### src/decode_pkg.sv
package decode_pkg;

    // machine widths
    localparam int DATA_WIDTH     = 32;
    localparam int GPR_NUM        = 32;
    localparam int REG_ADDR_WIDTH = $clog2(GPR_NUM);

    // alu operation codes
    typedef enum logic [7:0] {
        ALU_OP_NOP    = 8'h00,
        ALU_OP_ADD    = 8'h01,
        ALU_OP_SUB    = 8'h02,
        ALU_OP_AND    = 8'h03,
        ALU_OP_OR     = 8'h04,
        ALU_OP_XOR    = 8'h05,
        ALU_OP_LUI    = 8'h06,
        ALU_OP_PCADDU = 8'h07,
        ALU_OP_LL     = 8'h08,
        ALU_OP_SC     = 8'h09,
        ALU_OP_LD     = 8'h0a,
        ALU_OP_ST     = 8'h0b
    } alu_op_t;

    // result class, picks the execute unit output
    typedef enum logic [2:0] {
        ALU_SEL_NOP   = 3'd0,
        ALU_SEL_ARITH = 3'd1,
        ALU_SEL_LOGIC = 3'd2,
        ALU_SEL_MOVE  = 3'd3,
        ALU_SEL_MEM   = 3'd4
    } alu_sel_t;

    // 2ri14, instr[31:24]
    localparam logic [7:0] LL_W_OPC = 8'b0010_0000;
    localparam logic [7:0] SC_W_OPC = 8'b0010_0001;

    // 2ri12, instr[31:22]
    localparam logic [9:0] ADDI_W_OPC = 10'b00_0000_1010;
    localparam logic [9:0] ANDI_OPC   = 10'b00_0000_1101;
    localparam logic [9:0] ORI_OPC    = 10'b00_0000_1110;
    localparam logic [9:0] LD_W_OPC   = 10'b00_1010_0010;
    localparam logic [9:0] ST_W_OPC   = 10'b00_1010_0110;

    // 3r, instr[31:15]
    localparam logic [16:0] ADD_W_OPC = 17'h00020;
    localparam logic [16:0] SUB_W_OPC = 17'h00022;
    localparam logic [16:0] AND_OPC   = 17'h00029;
    localparam logic [16:0] OR_OPC    = 17'h0002a;
    localparam logic [16:0] XOR_OPC   = 17'h0002b;

    // 1ri20, instr[31:25]
    localparam logic [6:0] LU12I_W_OPC   = 7'b000_1010;
    localparam logic [6:0] PCADDU12I_OPC = 7'b000_1110;

    // word handed over by the instruction buffer
    typedef struct packed {
        logic [DATA_WIDTH-1:0] pc;
        logic [DATA_WIDTH-1:0] instr;
    } instr_buffer_info_t;

    // read slots are {rk, rj}
    typedef struct packed {
        logic                        valid;
        logic [1:0]                  reg_read_valid;
        logic [2*REG_ADDR_WIDTH-1:0] reg_read_addr;
        logic                        use_imm;
        logic [DATA_WIDTH-1:0]       imm;
        logic                        reg_write_valid;
        logic [REG_ADDR_WIDTH-1:0]   reg_write_addr;
        alu_op_t                     aluop;
        alu_sel_t                    alusel;
    } decode_result_t;

    typedef struct packed {
        logic [DATA_WIDTH-1:0] pc;
        decode_result_t        result;
        logic                  illegal;
    } decoded_instr_t;

endpackage

### src/decoder_2ri14.sv
`timescale 1ns/1ps

// 2ri14 layout {opcode[8], imm14, rj, rd}
module decoder_2ri14 (
    input  decode_pkg::instr_buffer_info_t instr_info_i,
    output decode_pkg::decode_result_t     result_o
);

    logic [decode_pkg::DATA_WIDTH-1:0]     instr;
    logic [7:0]                            opc;
    logic [decode_pkg::REG_ADDR_WIDTH-1:0] rd;
    logic [decode_pkg::REG_ADDR_WIDTH-1:0] rj;
    logic [13:0]                           imm_14;

    assign instr  = instr_info_i.instr;
    assign opc    = instr[31:24];
    assign rd     = instr[4:0];
    assign rj     = instr[9:5];
    assign imm_14 = instr[23:10];

    always_comb begin
        result_o = '0;
        case (opc)
            decode_pkg::LL_W_OPC: begin
                result_o.valid           = 1'b1;
                result_o.use_imm         = 1'b1;
                result_o.imm             = {{18{imm_14[13]}}, imm_14};
                // only the rj slot
                result_o.reg_read_valid  = 2'b01;
                result_o.reg_read_addr   = {{decode_pkg::REG_ADDR_WIDTH{1'b0}}, rj};
                result_o.reg_write_valid = 1'b1;
                result_o.reg_write_addr  = rd;
                result_o.aluop           = decode_pkg::ALU_OP_LL;
                result_o.alusel          = decode_pkg::ALU_SEL_MOVE;
            end
            decode_pkg::SC_W_OPC: begin
                result_o.valid           = 1'b1;
                // offset still travels along for the address
                result_o.use_imm         = 1'b0;
                result_o.imm             = {{18{imm_14[13]}}, imm_14};
                // store data comes from rd in the rk slot
                result_o.reg_read_valid  = 2'b11;
                result_o.reg_read_addr   = {rd, rj};
                result_o.reg_write_valid = 1'b1;
                result_o.reg_write_addr  = rd;
                result_o.aluop           = decode_pkg::ALU_OP_SC;
                result_o.alusel          = decode_pkg::ALU_SEL_MOVE;
            end
            default: begin
                result_o = '0;
            end
        endcase
    end

endmodule

### src/decoder_2ri12.sv
`timescale 1ns/1ps

// 2ri12 layout {opcode[10], imm12, rj, rd}
module decoder_2ri12 (
    input  decode_pkg::instr_buffer_info_t instr_info_i,
    output decode_pkg::decode_result_t     result_o
);

    logic [decode_pkg::DATA_WIDTH-1:0]     instr;
    logic [9:0]                            opc;
    logic [decode_pkg::REG_ADDR_WIDTH-1:0] rd;
    logic [decode_pkg::REG_ADDR_WIDTH-1:0] rj;
    logic [11:0]                           imm_12;
    logic [decode_pkg::DATA_WIDTH-1:0]     imm_sext;
    logic [decode_pkg::DATA_WIDTH-1:0]     imm_zext;

    assign instr  = instr_info_i.instr;
    assign opc    = instr[31:22];
    assign rd     = instr[4:0];
    assign rj     = instr[9:5];
    assign imm_12 = instr[21:10];

    assign imm_sext = {{20{imm_12[11]}}, imm_12};
    assign imm_zext = {20'b0, imm_12};

    always_comb begin
        // common shape, rj in and rd out with a signed immediate
        result_o                 = '0;
        result_o.valid           = 1'b1;
        result_o.use_imm         = 1'b1;
        result_o.imm             = imm_sext;
        result_o.reg_read_valid  = 2'b01;
        result_o.reg_read_addr   = {{decode_pkg::REG_ADDR_WIDTH{1'b0}}, rj};
        result_o.reg_write_valid = 1'b1;
        result_o.reg_write_addr  = rd;
        case (opc)
            decode_pkg::ADDI_W_OPC: begin
                result_o.aluop  = decode_pkg::ALU_OP_ADD;
                result_o.alusel = decode_pkg::ALU_SEL_ARITH;
            end
            decode_pkg::ANDI_OPC: begin
                // logic immediates are zero extended
                result_o.imm    = imm_zext;
                result_o.aluop  = decode_pkg::ALU_OP_AND;
                result_o.alusel = decode_pkg::ALU_SEL_LOGIC;
            end
            decode_pkg::ORI_OPC: begin
                result_o.imm    = imm_zext;
                result_o.aluop  = decode_pkg::ALU_OP_OR;
                result_o.alusel = decode_pkg::ALU_SEL_LOGIC;
            end
            decode_pkg::LD_W_OPC: begin
                result_o.aluop  = decode_pkg::ALU_OP_LD;
                result_o.alusel = decode_pkg::ALU_SEL_MEM;
            end
            decode_pkg::ST_W_OPC: begin
                // store reads rd as data and writes back nothing
                result_o.reg_read_valid  = 2'b11;
                result_o.reg_read_addr   = {rd, rj};
                result_o.reg_write_valid = 1'b0;
                result_o.reg_write_addr  = '0;
                result_o.aluop           = decode_pkg::ALU_OP_ST;
                result_o.alusel          = decode_pkg::ALU_SEL_MEM;
            end
            default: begin
                result_o = '0;
            end
        endcase
    end

endmodule

### src/decoder_3r.sv
`timescale 1ns/1ps

// 3r layout {opcode[17], rk, rj, rd}
module decoder_3r (
    input  decode_pkg::instr_buffer_info_t instr_info_i,
    output decode_pkg::decode_result_t     result_o
);

    logic [decode_pkg::DATA_WIDTH-1:0]     instr;
    logic [16:0]                           opc;
    logic [decode_pkg::REG_ADDR_WIDTH-1:0] rd;
    logic [decode_pkg::REG_ADDR_WIDTH-1:0] rj;
    logic [decode_pkg::REG_ADDR_WIDTH-1:0] rk;

    assign instr = instr_info_i.instr;
    assign opc   = instr[31:15];
    assign rd    = instr[4:0];
    assign rj    = instr[9:5];
    assign rk    = instr[14:10];

    always_comb begin
        // every 3r word reads both sources and writes rd
        result_o                 = '0;
        result_o.valid           = 1'b1;
        result_o.reg_read_valid  = 2'b11;
        result_o.reg_read_addr   = {rk, rj};
        result_o.reg_write_valid = 1'b1;
        result_o.reg_write_addr  = rd;
        case (opc)
            decode_pkg::ADD_W_OPC: begin
                result_o.aluop  = decode_pkg::ALU_OP_ADD;
                result_o.alusel = decode_pkg::ALU_SEL_ARITH;
            end
            decode_pkg::SUB_W_OPC: begin
                result_o.aluop  = decode_pkg::ALU_OP_SUB;
                result_o.alusel = decode_pkg::ALU_SEL_ARITH;
            end
            decode_pkg::AND_OPC: begin
                result_o.aluop  = decode_pkg::ALU_OP_AND;
                result_o.alusel = decode_pkg::ALU_SEL_LOGIC;
            end
            decode_pkg::OR_OPC: begin
                result_o.aluop  = decode_pkg::ALU_OP_OR;
                result_o.alusel = decode_pkg::ALU_SEL_LOGIC;
            end
            decode_pkg::XOR_OPC: begin
                result_o.aluop  = decode_pkg::ALU_OP_XOR;
                result_o.alusel = decode_pkg::ALU_SEL_LOGIC;
            end
            default: begin
                // not a 3r word
                result_o = '0;
            end
        endcase
    end

endmodule

### src/decoder_1ri20.sv
`timescale 1ns/1ps

// 1ri20 layout {opcode[7], imm20, rd}
module decoder_1ri20 (
    input  decode_pkg::instr_buffer_info_t instr_info_i,
    output decode_pkg::decode_result_t     result_o
);

    logic [decode_pkg::DATA_WIDTH-1:0]     instr;
    logic [6:0]                            opc;
    logic [decode_pkg::REG_ADDR_WIDTH-1:0] rd;
    logic [19:0]                           imm_20;

    assign instr  = instr_info_i.instr;
    assign opc    = instr[31:25];
    assign rd     = instr[4:0];
    assign imm_20 = instr[24:5];

    always_comb begin
        // upper immediate, no register sources
        result_o                 = '0;
        result_o.valid           = 1'b1;
        result_o.use_imm         = 1'b1;
        result_o.imm             = {imm_20, 12'b0};
        result_o.reg_write_valid = 1'b1;
        result_o.reg_write_addr  = rd;
        case (opc)
            decode_pkg::LU12I_W_OPC: begin
                result_o.aluop  = decode_pkg::ALU_OP_LUI;
                result_o.alusel = decode_pkg::ALU_SEL_MOVE;
            end
            decode_pkg::PCADDU12I_OPC: begin
                // pc gets added in execute
                result_o.aluop  = decode_pkg::ALU_OP_PCADDU;
                result_o.alusel = decode_pkg::ALU_SEL_ARITH;
            end
            default: begin
                result_o = '0;
            end
        endcase
    end

endmodule

### src/decode_stage.sv
`timescale 1ns/1ps

// decode stage between instruction buffer and dispatch
module decode_stage (
    input  logic                           clk,
    input  logic                           rst_i,

    // from instruction buffer
    input  logic                           instr_valid_i,
    input  decode_pkg::instr_buffer_info_t instr_i,
    output logic                           instr_ready_o,

    // toward dispatch
    output logic                           dec_valid_o,
    output decode_pkg::decoded_instr_t     dec_o,
    input  logic                           dec_ready_i
);

    decode_pkg::decode_result_t res_2ri14;
    decode_pkg::decode_result_t res_2ri12;
    decode_pkg::decode_result_t res_3r;
    decode_pkg::decode_result_t res_1ri20;
    decode_pkg::decode_result_t res_sel;

    logic [3:0]                 claim;
    logic                       illegal;
    logic                       accept;
    decode_pkg::decoded_instr_t dec_d;
    decode_pkg::decoded_instr_t dec_q;
    logic                       dec_valid_q;

    // all format decoders look at the same word
    decoder_2ri14 decoder_2ri14_inst (
        .instr_info_i (instr_i),
        .result_o     (res_2ri14)
    );

    decoder_2ri12 decoder_2ri12_inst (
        .instr_info_i (instr_i),
        .result_o     (res_2ri12)
    );

    decoder_3r decoder_3r_inst (
        .instr_info_i (instr_i),
        .result_o     (res_3r)
    );

    decoder_1ri20 decoder_1ri20_inst (
        .instr_info_i (instr_i),
        .result_o     (res_1ri20)
    );

    // opcode sets are disjoint, so at most one bit is set
    assign claim = {res_1ri20.valid, res_3r.valid, res_2ri12.valid, res_2ri14.valid};

    always_comb begin
        case (claim)
            4'b0001: begin
                res_sel = res_2ri14;
            end
            4'b0010: begin
                res_sel = res_2ri12;
            end
            4'b0100: begin
                res_sel = res_3r;
            end
            4'b1000: begin
                res_sel = res_1ri20;
            end
            default: begin
                // nobody claimed the word
                res_sel = '0;
            end
        endcase
    end

    assign illegal = ~|claim;

    assign dec_d.pc      = instr_i.pc;
    assign dec_d.result  = res_sel;
    assign dec_d.illegal = illegal;

    // room when empty or when the held record leaves this cycle
    assign instr_ready_o = ~dec_valid_q | dec_ready_i;
    assign accept        = instr_valid_i & instr_ready_o;

    always_ff @(posedge clk) begin
        if (rst_i) begin
            dec_valid_q <= 1'b0;
        end else if (accept) begin
            dec_valid_q <= 1'b1;
        end else if (dec_ready_i) begin
            dec_valid_q <= 1'b0;
        end
    end

    // record only changes on a new acceptance
    always_ff @(posedge clk) begin
        if (accept) begin
            dec_q <= dec_d;
        end
    end

    assign dec_valid_o = dec_valid_q;
    assign dec_o       = dec_q;

endmodule

### config.mk
export PLATFORM = sky130hd
export DESIGN_NAME = decode_stage
export DESIGN_NICKNAME = d
export VERILOG_FILES = /design/src/decode_pkg.sv /design/src/decoder_2ri14.sv /design/src/decoder_2ri12.sv /design/src/decoder_3r.sv /design/src/decoder_1ri20.sv /design/src/decode_stage.sv
export SDC_FILE = /design/constraint.sdc
export NUM_CORES = 1
export LEC_CHECK = 0
export ABC_AREA = 1
export BUFFER_PORTS_ARGS = -buffer_cell sky130_fd_sc_hd__buf_2
export CORE_MARGIN = 4
export CORE_UTILIZATION = 43
export CTS_CLUSTER_SIZE = 25
export DETAILED_ROUTE_END_ITERATION = 6
export MAX_ROUTING_LAYER = met4
export PLACE_DENSITY = 0.76
export SYNTH_ARGS = -nofsm -noshare
export SYNTH_HDL_FRONTEND = slang
export SYNTH_SLANG_ARGS = --single-unit
### constraint.sdc
create_clock -name clk -period 7.1 [get_ports clk]
set_input_delay 2.13 -clock clk [delete_from_list [all_inputs] [get_ports clk]]
set_output_delay 2.13 -clock clk [all_outputs]
set_load 0.01 [all_outputs]
==> metrics.txt <==
# TYPE chip_impl_metric gauge
chip_impl_metric{name="cts_sinks",unit=""} 93
chip_impl_info{name="layout.cells.most_common_list",value="sky130_fd_sc_hd__buf_2 (161), sky130_fd_sc_hd__edfxtp_1 (92), sky130_fd_sc_hd__nor2_1 (48), sky130_fd_sc_hd__nand2_1 (43), sky130_fd_sc_hd__inv_1 (41)"} 1
chip_impl_metric{name="stdcell_count",unit=""} 618
chip_impl_metric{name="finClkSkew",unit="ps"} 7.683
chip_impl_info{name="min_to",value="dec_valid_o"} 1
chip_impl_info{name="r2r_start",value="dec_valid_o"} 1
chip_impl_metric{name="area_growth_syn_to_layout",unit="%"} 26.69
chip_impl_info{name="timing.hold.worst.class",value="reg -> reg"} 1
chip_impl_metric{name="drt_pre_antenna_iters",unit=""} 4
chip_impl_metric{name="drv_slew",unit=""} 0
chip_impl_metric{name="timing.max_cap.violations",unit=""} 0
chip_impl_metric{name="chipHeight",unit="um"} 105.1
chip_impl_metric{name="ctsHoldBuffers",unit=""} 0
chip_impl_metric{name="power.density_cell_area",unit="mW/mm2"} 215.0
chip_impl_metric{name="clk_path_buf_depth",unit=""} 2
chip_impl_metric{name="gr-total-overflow",unit=""} 0
chip_impl_metric{name="synthesis.yosys.warnings",unit=""} 0
chip_impl_metric{name="fp.dieArea",unit="mm2"} 0.01104
chip_impl_metric{name="ir_worst_vdd",unit="mV"} 0.08746
chip_impl_info{name="root_buffer",value="sky130_fd_sc_hd__clkbuf_8"} 1
chip_impl_metric{name="cts-buffers-inserted",unit=""} 9
chip_impl_metric{name="r2r_cells",unit=""} 2
chip_impl_metric{name="multiInputGateArea",unit="mm2"} 0.001039
chip_impl_metric{name="antenna_diode_count",unit=""} 0
chip_impl_metric{name="hold_path_depth",unit=""} 2
chip_impl_metric{name="post_drt_wl_per_cell",unit="um"} 16.05
chip_impl_metric{name="timing.reg2reg.setup_slack",unit="ps"} 5310
chip_impl_metric{name="nFillCells",unit=""} 765
chip_impl_metric{name="synth_cells",unit=""} 338
chip_impl_metric{name="std_cell_rows",unit=""} 35
chip_impl_metric{name="leakagePower",unit="nW"} 2.379
chip_impl_metric{name="max_slew.worst_pin.slew",unit="ps"} 1133
chip_impl_metric{name="timing_hold_violations_final",unit=""} 0
chip_impl_info{name="worstSetupStartpointType",value="input port"} 1
chip_impl_metric{name="drc_errors",unit=""} 0
chip_impl_metric{name="post_route_cells_drive_above_1_share",unit="%"} 40.43
chip_impl_metric{name="critPathArrivalTime",unit="ps"} 2560
chip_impl_metric{name="htreeDepth",unit=""} 3
chip_impl_metric{name="grt_antenna_before_repair",unit=""} 0
chip_impl_metric{name="global_route.usage.total",unit="%"} 18.25
chip_impl_metric{name="synthesis.area_per_instance",unit="um2"} 11.98
chip_impl_info{name="path_class",value="in -> out"} 1
chip_impl_info{name="grt_setup_unrepaired",value="no"} 1
chip_impl_metric{name="grt_start_max_net_pins",unit=""} 93
chip_impl_info{name="status",value="finished, final reports clean"} 1
chip_impl_metric{name="layout_min_cycle_time",unit="ps"} 4687
chip_impl_metric{name="post_cts.resized_instances",unit=""} 0
chip_impl_metric{name="max_slew_margin",unit="%"} 24.48
chip_impl_metric{name="numPortBuffers",unit=""} 161
chip_impl_metric{name="wirelength",unit="mm"} 9.918
chip_impl_metric{name="place.detailed.instances",unit=""} 602
chip_impl_metric{name="cts_post_setup_buffers_inserted",unit=""} 0
chip_impl_metric{name="worst-path-max-fanout",unit=""} 2
chip_impl_metric{name="nNetsFinal",unit=""} 570
chip_impl_metric{name="ant_nets",unit=""} 0
chip_impl_metric{name="total_half_perimeter_wirelength_after_legalization_and_detailed_placement",unit="mm"} 7.476
chip_impl_metric{name="fmax",unit="GHz"} 0.2134
chip_impl_info{name="mostFrequentLayoutCell",value="sky130_fd_sc_hd__buf_2"} 1
chip_impl_metric{name="cp_data_required_time",unit="ps"} 4970
chip_impl_metric{name="yosysSeqAreaShare",unit="%"} 68.71
chip_impl_metric{name="min_period_over_period",unit="%"} 66.01
chip_impl_metric{name="first_global_vias",unit=""} 2966
chip_impl_metric{name="post_drt_via_cell_ratio",unit=""} 4.932
chip_impl_metric{name="ff_latch_area",unit="mm2"} 0.002783
chip_impl_metric{name="start_util",unit="%"} 44.04
chip_impl_metric{name="vias",unit=""} 3048
chip_impl_metric{name="pin_count",unit=""} 166
chip_impl_info{name="timing.critical_path.to_type",value="output port"} 1
chip_impl_metric{name="horiz_die_dim",unit="um"} 105.1
chip_impl_metric{name="core",unit="mm2"} 0.009196
chip_impl_metric{name="clock_transition_at_the_registers_of_the_reported_paths",unit="ps"} 90
chip_impl_metric{name="final-setup-viol-count",unit=""} 0
chip_impl_metric{name="place.gp.congestion",unit=""} 0.8534
chip_impl_info{name="tritoncts",value="built"} 1
chip_impl_metric{name="initialDrtViolationCount",unit=""} 219
chip_impl_info{name="min_from",value="dec_valid_o"} 1
chip_impl_metric{name="fin_setup_tns",unit="ps"} 0
chip_impl_metric{name="worstSkewPairLatency",unit="ps"} 340
chip_impl_metric{name="synthDistinctLibCells",unit=""} 28
chip_impl_metric{name="grt_first_pass_wirelength",unit="mm"} 15.08
chip_impl_info{name="critical_path.reg2reg.endpoint",value="dec_o[31]"} 1
chip_impl_metric{name="synth.ff_latch_count",unit=""} 93
chip_impl_metric{name="post_synth_instance_area",unit="mm2"} 0.004050
Yosys cell counts (all sizes together):
cell    number  area, um2
nand2       52      232.7
a31oi        1      6.260
inv         42      157.7
nor3         7      35.03
edfxtp      92       2763
dfxtp        1      20.02
o221ai       1      8.760
o211ai      18      155.1
a21oi       14      70.07
nand3       26      152.7
o22ai        5      31.28
o21ai        1      5.000
conb         1      3.750
buf         12      93.83
nand4        7      43.79
nor2        58      271.5
power breakdown:
part | leakage (nW) | internal [mW] | switching (mW)
Clock | 0.0959 | 0.173 | 0.179
Combinational | 1.37 | 0.0388 | 0.0699
Sequential | 0.911 | 0.635 | 0.00737
worst max-delay path, stage by stage:
cell and delay [ps]:
sky130_fd_sc_hd__buf_2 90, sky130_fd_sc_hd__inv_1 90, sky130_fd_sc_hd__nand2_1 90, sky130_fd_sc_hd__buf_2 150
cells by family after synthesis:
| family | synth area share (%) |
|---|---|
| buffers and inverters | 6.209 |
| flip-flops | 68.71 |
| other | 0.09259 |
| AND/OR/NAND/NOR | 18.16 |
| AO/OA/AOI/OAI | 6.827 |
sequential cells by signal, summed over array words and instances (netlist names):
name,cells
dec_o,92
dec_valid_o,1
worst max-delay path by stage:
stage / startpoint / end / slack (ps) / depth (start not counted)
after floorplan: dec_ready_i / dec_o[0] / 1800 / 2
after global placement: dec_ready_i / instr_ready_o / 2440 / 4
after detailed placement: dec_ready_i / instr_ready_o / 2400 / 4
after CTS: dec_ready_i / instr_ready_o / 2400 / 4
after global routing: dec_ready_i / instr_ready_o / 2330 / 4
final: dec_ready_i / instr_ready_o / 2410 / 4
metal layers:
layer  vias up  routed length [um]  GRT usage (%)
li1       1498                   -              -
met2       120                5221          32.36
met1      1417                3850          19.61
met4         0                 163          6.560
met3        13                 683          4.880
met5         -                   0              -
stage by stage:
| step | total power [mW] | setup WS [ps] | utilization [%] | hold WS [ps] | cell area (um2) |
|---|---|---|---|---|---|
| global route | 1.147 | 2333 | 55.80 | 641.8 | 5131 |
| global placement | 0.7626 | 2441 | 53.62 | 511.7 | 4931 |
| CTS | 1.111 | 2402 | 55.80 | 593.1 | 5131 |
| floorplan | 0.7073 | 1799 | - | 589.9 | 4065 |
| finish | 1.103 | 2413 | 55.80 | 580.7 | 5131 |
| detailed placement | 0.7648 | 2403 | 53.62 | 579.9 | 4931 |
final cells by class:
type	instances	area share, %
repair buffers	162	15.85
multi-input cells	194	20.24
well taps	111	2.707
inverters	42	3.072
clock inverters	5	1.146
flip-flops and latches	93	54.23
clock buffers	11	2.755
No activity file was read; power rests on OpenSTA's default activity.
